File: config.mk
export PLATFORM = sky130hd
export DESIGN_NAME = rob_top
export DESIGN_NICKNAME = d
export VERILOG_FILES = /design/src/design/rob_data_pkg.sv /design/src/design/rob_ctrl_pkg.sv /design/src/design/rob_dispatch.sv /design/src/design/rob_entry_array.sv /design/src/design/rob_retire.sv /design/src/design/rob_top.sv
export SDC_FILE = /design/constraint.sdc
export NUM_CORES = 1
export LEC_CHECK = 0
export BUFFER_PORTS_ARGS = -buffer_cell sky130_fd_sc_hd__buf_2
export CAP_MARGIN = 20
export CORE_ASPECT_RATIO = 0.8
export CORE_MARGIN = 5
export CORE_UTILIZATION = 25
export CTS_CLUSTER_SIZE = 28
export DETAILED_ROUTE_END_ITERATION = 16
export PLACE_DENSITY = 0.41
export SKIP_CTS_REPAIR_TIMING = 1
export SLEW_MARGIN = 20
export SYNTH_ARGS = -nofsm -noshare
export SYNTH_HDL_FRONTEND = slang
export SYNTH_HIERARCHICAL = 1
export SYNTH_SLANG_ARGS = --single-unit
export TNS_END_PERCENT = 5
File: constraint.sdc
create_clock -name clock -period 5.34 [get_ports clock]
set_input_delay 0.534 -clock clock [delete_from_list [all_inputs] [get_ports clock]]
set_output_delay 0.534 -clock clock [all_outputs]
set_load 0.01 [all_outputs]
File: src/design/rob_data_pkg.sv
package rob_data_pkg;

    // architectural register file geometry
    localparam int reg_idx_w = 5;
    localparam int word_w    = 32;

    // index into the architectural register file
    typedef logic [reg_idx_w-1:0] reg_idx_t;

    // one register data value, as carried on the result bus
    typedef logic [word_w-1:0] word_t;

    // hard-wired zero register, never written at commit
    localparam reg_idx_t zero_reg = reg_idx_t'(0);

endpackage

File: src/design/rob_ctrl_pkg.sv
package rob_ctrl_pkg;

    // commit side state machine
    // commit_run   normal in-order retirement
    // commit_flush one recovery cycle after a mispredict commits
    typedef enum logic {
        commit_run   = 1'b0,
        commit_flush = 1'b1
    } commit_state_t;

endpackage

File: src/design/rob_dispatch.sv
`timescale 1ns/100ps

module rob_dispatch #(
    parameter int rob_depth = 8,
    localparam int tag_w = $clog2(rob_depth),
    localparam int cnt_w = tag_w + 1
) (
    input  logic                        clock,
    input  logic                        reset,
    input  logic                        dispatch_valid,
    input  logic                        commit_fire,
    input  logic                        squash,
    input  rob_ctrl_pkg::commit_state_t commit_state,
    output logic                        dispatch_ready,
    output logic [tag_w-1:0]            dispatch_tag,
    output logic                        alloc_en
);

    logic [tag_w-1:0] tail;
    logic [cnt_w-1:0] count;    // entries in flight, 0 .. rob_depth
    logic             full;

    assign full = (count == cnt_w'(rob_depth));

    // no allocation while the buffer recovers from a squash
    assign dispatch_ready = !full && (commit_state == rob_ctrl_pkg::commit_run);
    assign dispatch_tag   = tail;
    assign alloc_en       = dispatch_valid && dispatch_ready;

    always_ff @(posedge clock) begin
        if (reset) begin
            tail  <= '0;
            count <= '0;
        end else if (squash) begin
            tail  <= '0;    // younger entries are gone, restart at slot 0
            count <= '0;
        end else begin
            if (alloc_en)
                tail <= tail + 1'b1;    // wraps, depth is a power of two
            if (alloc_en && !commit_fire)
                count <= count + 1'b1;
            else if (commit_fire && !alloc_en)
                count <= count - 1'b1;
        end
    end

    // occupancy has to agree with the commits seen from the retire side
    a_count_bound: assert property (@(posedge clock) disable iff (reset)
        count <= cnt_w'(rob_depth))
        else $error("rob_dispatch: occupancy above depth");

    // a commit can only retire an entry that was counted in
    a_commit_nonempty: assert property (@(posedge clock) disable iff (reset)
        commit_fire |-> count != '0)
        else $error("rob_dispatch: commit with an empty buffer");

endmodule

File: src/design/rob_entry_array.sv
`timescale 1ns/100ps

module rob_entry_array #(
    parameter int rob_depth = 8,
    localparam int tag_w = $clog2(rob_depth)
) (
    input  logic                   clock,
    input  logic                   reset,
    input  logic                   alloc_en,
    input  logic [tag_w-1:0]       dispatch_tag,
    input  rob_data_pkg::reg_idx_t dispatch_dest,
    input  logic                   cdb_valid,
    input  logic [tag_w-1:0]       cdb_tag,
    input  rob_data_pkg::word_t    cdb_value,
    input  logic                   cdb_mispredict,
    input  logic [tag_w-1:0]       head_tag,
    input  logic [tag_w-1:0]       src_tag_a,
    input  logic [tag_w-1:0]       src_tag_b,
    input  logic                   commit_fire,
    input  logic                   squash,
    output logic                   head_done,
    output rob_data_pkg::reg_idx_t head_dest,
    output rob_data_pkg::word_t    head_value,
    output logic                   head_mispredict,
    output rob_data_pkg::word_t    src_value_a,
    output logic                   src_done_a,
    output rob_data_pkg::word_t    src_value_b,
    output logic                   src_done_b
);

    // per-entry control bits
    logic [rob_depth-1:0] busy;
    logic [rob_depth-1:0] done;
    logic [rob_depth-1:0] mispredict;

    // per-entry payload
    rob_data_pkg::reg_idx_t dest  [rob_depth];
    rob_data_pkg::word_t    value [rob_depth];

    always_ff @(posedge clock) begin
        if (reset || squash) begin
            busy       <= '0;
            done       <= '0;
            mispredict <= '0;
        end else begin
            for (int i = 0; i < rob_depth; i++) begin
                if (alloc_en && dispatch_tag == tag_w'(i)) begin
                    busy[i]       <= 1'b1;
                    done[i]       <= 1'b0;
                    mispredict[i] <= 1'b0;
                end
                if (cdb_valid && cdb_tag == tag_w'(i)) begin
                    done[i]       <= 1'b1;
                    mispredict[i] <= cdb_mispredict;
                end
                // retired entry frees its slot
                if (commit_fire && head_tag == tag_w'(i))
                    busy[i] <= 1'b0;
            end
        end
    end

    always_ff @(posedge clock) begin
        for (int i = 0; i < rob_depth; i++) begin
            if (alloc_en && dispatch_tag == tag_w'(i)) begin
                dest[i]  <= dispatch_dest;
                value[i] <= '0;
            end else if (cdb_valid && cdb_tag == tag_w'(i)) begin
                value[i] <= cdb_value;
            end
        end
    end

    // head port for the retire side
    assign head_done       = busy[head_tag] && done[head_tag];
    assign head_dest       = dest[head_tag];
    assign head_value      = value[head_tag];
    assign head_mispredict = mispredict[head_tag];

    // operand forwarding, stored state only, no cdb bypass
    assign src_value_a = value[src_tag_a];
    assign src_done_a  = busy[src_tag_a] && done[src_tag_a];
    assign src_value_b = value[src_tag_b];
    assign src_done_b  = busy[src_tag_b] && done[src_tag_b];

    // the result bus may only complete an in-flight, unfinished entry
    a_cdb_target: assert property (@(posedge clock) disable iff (reset)
        cdb_valid |-> busy[cdb_tag] && !done[cdb_tag])
        else $error("rob_entry_array: completion to tag %0d not pending", cdb_tag);

endmodule

File: src/design/rob_retire.sv
`timescale 1ns/100ps

module rob_retire #(
    parameter int rob_depth = 8,
    localparam int tag_w = $clog2(rob_depth)
) (
    input  logic                        clock,
    input  logic                        reset,
    input  logic                        head_done,
    input  rob_data_pkg::reg_idx_t      head_dest,
    input  rob_data_pkg::word_t         head_value,
    input  logic                        head_mispredict,
    input  logic                        commit_ready,
    output logic [tag_w-1:0]            head_tag,
    output logic                        commit_valid,
    output rob_data_pkg::reg_idx_t      commit_dest,
    output rob_data_pkg::word_t         commit_value,
    output logic                        commit_write_en,
    output logic                        commit_fire,
    output logic                        squash,
    output rob_ctrl_pkg::commit_state_t commit_state
);

    // head entry goes out as soon as it is done
    assign commit_valid = head_done && (commit_state == rob_ctrl_pkg::commit_run);
    assign commit_fire  = commit_valid && commit_ready;
    assign commit_dest  = head_dest;
    assign commit_value = head_value;

    // writes to the zero register are dropped
    assign commit_write_en = commit_valid && (head_dest != rob_data_pkg::zero_reg);

    // mispredicted branch squashes everything behind it
    assign squash = commit_fire && head_mispredict;

    always_ff @(posedge clock) begin
        if (reset) begin
            commit_state <= rob_ctrl_pkg::commit_run;
            head_tag     <= '0;
        end else begin
            case (commit_state)
                rob_ctrl_pkg::commit_run: begin
                    if (squash) begin
                        commit_state <= rob_ctrl_pkg::commit_flush;
                        head_tag     <= '0;
                    end else if (commit_fire) begin
                        head_tag <= head_tag + 1'b1;
                    end
                end
                rob_ctrl_pkg::commit_flush: begin
                    commit_state <= rob_ctrl_pkg::commit_run;    // one cycle only
                end
                default: begin
                    commit_state <= rob_ctrl_pkg::commit_run;
                end
            endcase
        end
    end

    // the squash edge clears every entry, so nothing is left to retire
    a_flush_empty: assert property (@(posedge clock) disable iff (reset)
        squash |=> !head_done)
        else $error("rob_retire: entry still done after squash");

    // a stalled commit keeps its payload until the register file takes it
    a_commit_hold: assert property (@(posedge clock) disable iff (reset)
        commit_valid && !commit_ready |=> commit_valid && $stable(commit_dest)
                                          && $stable(commit_value))
        else $error("rob_retire: stalled commit changed");

endmodule

File: src/design/rob_top.sv
`timescale 1ns/100ps

module rob_top #(
    parameter int rob_depth = 8,
    localparam int tag_w = $clog2(rob_depth)
) (
    input  logic                   clock,
    input  logic                   reset,
    input  logic                   dispatch_valid,
    input  rob_data_pkg::reg_idx_t dispatch_dest,
    input  logic                   cdb_valid,
    input  logic [tag_w-1:0]       cdb_tag,
    input  rob_data_pkg::word_t    cdb_value,
    input  logic                   cdb_mispredict,
    input  logic [tag_w-1:0]       src_tag_a,
    input  logic [tag_w-1:0]       src_tag_b,
    input  logic                   commit_ready,
    output logic                   dispatch_ready,
    output logic [tag_w-1:0]       dispatch_tag,
    output rob_data_pkg::word_t    src_value_a,
    output logic                   src_done_a,
    output rob_data_pkg::word_t    src_value_b,
    output logic                   src_done_b,
    output logic                   commit_valid,
    output rob_data_pkg::reg_idx_t commit_dest,
    output rob_data_pkg::word_t    commit_value,
    output logic                   commit_write_en,
    output logic                   squash
);

    logic                        alloc_en;
    logic [tag_w-1:0]            head_tag;
    logic                        head_done;
    rob_data_pkg::reg_idx_t      head_dest;
    rob_data_pkg::word_t         head_value;
    logic                        head_mispredict;
    logic                        commit_fire;
    rob_ctrl_pkg::commit_state_t commit_state;

    rob_dispatch #(.rob_depth(rob_depth)) u_dispatch (
        .clock(clock), .reset(reset),
        .dispatch_valid(dispatch_valid), .commit_fire(commit_fire),
        .squash(squash), .commit_state(commit_state),
        .dispatch_ready(dispatch_ready), .dispatch_tag(dispatch_tag),
        .alloc_en(alloc_en)
    );

    // dispatch_tag doubles as the allocation tag
    rob_entry_array #(.rob_depth(rob_depth)) u_entry_array (
        .clock(clock), .reset(reset),
        .alloc_en(alloc_en), .dispatch_tag(dispatch_tag), .dispatch_dest(dispatch_dest),
        .cdb_valid(cdb_valid), .cdb_tag(cdb_tag), .cdb_value(cdb_value),
        .cdb_mispredict(cdb_mispredict), .head_tag(head_tag),
        .src_tag_a(src_tag_a), .src_tag_b(src_tag_b),
        .commit_fire(commit_fire), .squash(squash),
        .head_done(head_done), .head_dest(head_dest), .head_value(head_value),
        .head_mispredict(head_mispredict),
        .src_value_a(src_value_a), .src_done_a(src_done_a),
        .src_value_b(src_value_b), .src_done_b(src_done_b)
    );

    rob_retire #(.rob_depth(rob_depth)) u_retire (
        .clock(clock), .reset(reset),
        .head_done(head_done), .head_dest(head_dest), .head_value(head_value),
        .head_mispredict(head_mispredict), .commit_ready(commit_ready),
        .head_tag(head_tag), .commit_valid(commit_valid), .commit_dest(commit_dest),
        .commit_value(commit_value), .commit_write_en(commit_write_en),
        .commit_fire(commit_fire), .squash(squash), .commit_state(commit_state)
    );

endmodule

==> out/summary.txt <==
Achievable frequency: 0.2691 GHz
Mapped Cells: 1191
Vias: 11060
Number of global-route vias before repair: 11540
Max rail drop VDD: 0.1874 mV
TritonCTS Buffers: 41
Simple-gate area share of the yosys netlist: 11.79%
Endpoints failing setup: 0
Arrival time worst endpoint: 4.20 ns
Critical path fanouts, max: 48
First drt pass iteration count: 4
CTS tree: done
Root Driver: clkbuf_16
Final ANT Viol Nets: 0
DR WL/cell: 26.55 µm
Total track usage: 15.05%
Final Cell Area: 0.02172 mm²
XOR/XNOR Fraction of Synth Area: 0.1856%
Mean Syn Cell Area: 15.85 µm²
Main flop type after synthesis: edfxtp_1
Core area: 0.07511 mm²
Post-synthesis sequential area ratio: 50.81%
Number of vias per cell: 4.746
Synth Area in Adders: 0.4376%
Post-synthesis mux area share: 31.41%
Syn_nets: 1249
Die W: 317.2 µm
Clk_lat worst skew: 0.55 ns
Largest net degree at the start of global routing: 57
Leading area contributor after synthesis: edfxtp_1
Die Area: 0.08112 mm²
Non-Filler Instances: 2331
Setup TNS: 0 ns
Asr flop ratio synth: 0%
Synth cell types: 48
PwrDens: 312.4 mW/mm²
Area of the multi-input gates: 0.008584 mm²
Starting DRC count in detailed routing: 671
Post-route clock period utilization: 69.59%
Max-cap viol count: 0
Final Hold Slack: 0.2423 ns
Slew Limit Fails: 0
Least-Margin Pin Slew: 1.123 ns
Initial Util: 25.13%
HPWL Detailed: 37300 µm
Most frequent cells after synthesis: edfxtp_1 (296), and2_1 (225), mux4_2 (210), mux2_2 (102), clkbuf_1 (52)
Placed Cells: 2258
Largest family of logic cells by synthesized area: multiplexers
EDFF count, synth: 296
CTS Buffer Depth: 3
Area grow syn2layout: 15.07%
Htree depth: 2
Cell area after technology mapping: 0.01887 mm²
Final Hold Fails: 0
I/O pin cnt: 162
CP Class: reg -> reg
Worst-path clk slew: 0.06 ns
Clock Sinks: 331
Chip height: 255.7 µm
Leak pwr: 7.469 nW
Sequential Area: 0.009598 mm²
Post-route setup slack: 1.624 ns
Routed wire length: 61890 µm
Yosys reg bits: 331
GR Overflow Total: 0
Worst Clk Skew: 0.01087 ns
Placed Area: 0.02050 mm²
Initial antenna violation count: 5
Worst Setup End Kind: register
Most numerous cell in the Yosys netlist: edfxtp_1
Nets: 1347
Post-synth top area share: 47.10%
CP Data Required Time: 5.83 ns
Tmin final: 3.716 ns
Fillers: 7526
Slew headroom: 24.97%
Ys Warns: 6
Layout cells sized above 1: 45.17%
Placement Setup Slack: 1.656 ns
HP Class: in -> reg
Routability Congestion: 0.7324
Num rows: 90
Outcome: completed
I/O Buffers: 161
DRC errors left: 0
Type of origin of the critical path: register
First-pass GRT wire length: 88160 µm
Compound-Gate Fraction of Synth Area: 1.227%
RSZ-0062 raised after global routing: false
Top cells by area, synth: edfxtp_1 (47%), mux4_2 (25%), and2_1 (7.5%), mux2_2 (6.1%), dfxtp_1 (3.7%)
## report_power, final
part           internal, mW  total (mW)  leakage, nW  switching (mW)
combinational         0.493        1.12         3.77           0.623
sequential             2.99        3.09         3.12           0.105
clock                  1.50        2.58        0.580            1.08
## metrics by stage
stage,total power [mW],utilization [%]
floorplan,3.857,-
global route,7.084,28.90
detailed placement,4.286,27.30
finish,6.785,28.91
global placement,4.278,27.30
CTS,6.906,28.90
## state kept, by name (all words and copies together), names as in the netlist
name                      count
u_retire/commit_state         1
u_entry_array/mispredict      8
u_dispatch/count              4
u_entry_array/done            8
u_entry_array/value         256
u_dispatch/dispatch_tag       3
u_entry_array/busy            8
u_retire/head_tag             3
u_entry_array/dest           40
## critical path: stages (launching register included)
cell and delay [ns]:
dfxtp_4 0.94, mux4_2 0.59, mux2i_1 0.31, nand3b_4 0.14, inv_1 0.19, inv_1 0.08, ha_1 0.19, inv_1 0.14
ha_1 0.31, a21oi_1 0.23, nand3_1 0.15, a211oi_2 0.24, a31o_1 0.14
## cell families after synthesis
group / count (synthesis)
AO/OA/AOI/OAI: 34
XOR/XNOR: 4
adder cells (fa/ha/maj): 6
buffers and inverters: 141
flip-flops: 331
multiplexers: 317
AND/OR/NAND/NOR: 358
## layout by cell type, fill, tap and decap left out, drive strengths merged, types with 14 or more instances in the layout
master,count
nand2,28
and3,32
mux4,210
clkbuf,51
mux2,102
dfxtp,35
a21oi,21
edfxtp,296
and2,225
buf,183
clkinv,14
nor2,23
## layer usage
layer / part of all wire [%] / vias to the layer above / global-route usage, %
li1: - / 4872 / -
met4: 1.2 / 0 / 2.640
met1: 46 / 5847 / 21.25
met3: 5.4 / 52 / 2.663
met5: 0 / - / 0
met2: 48 / 293 / 24.69
## final cells by class
cell class | count | share of cell area, %
well taps | 1012 | 5.831
inverters | 13 | 0.2247
repair buffers | 183 | 4.632
clock buffers | 51 | 4.897
multi-input cells | 719 | 39.53
diodes | 4 | 0.04609
flip-flops and latches | 331 | 44.20
clock inverters | 18 | 0.6395
## worst paths after layout
path	from	end	slack, ns	depth (start not counted)
worst min-delay path	reset	u_retire/head_tag[1]	0.24	2
worst min register to register	u_entry_array/done[4]	u_entry_array/done[4]	0.46	2
worst max register to register	u_retire/head_tag[1]	u_dispatch/count[3]	1.62	12
worst max-delay path	u_retire/head_tag[1]	u_dispatch/count[3]	1.62	12
Power figures use the tool's default switching activity.
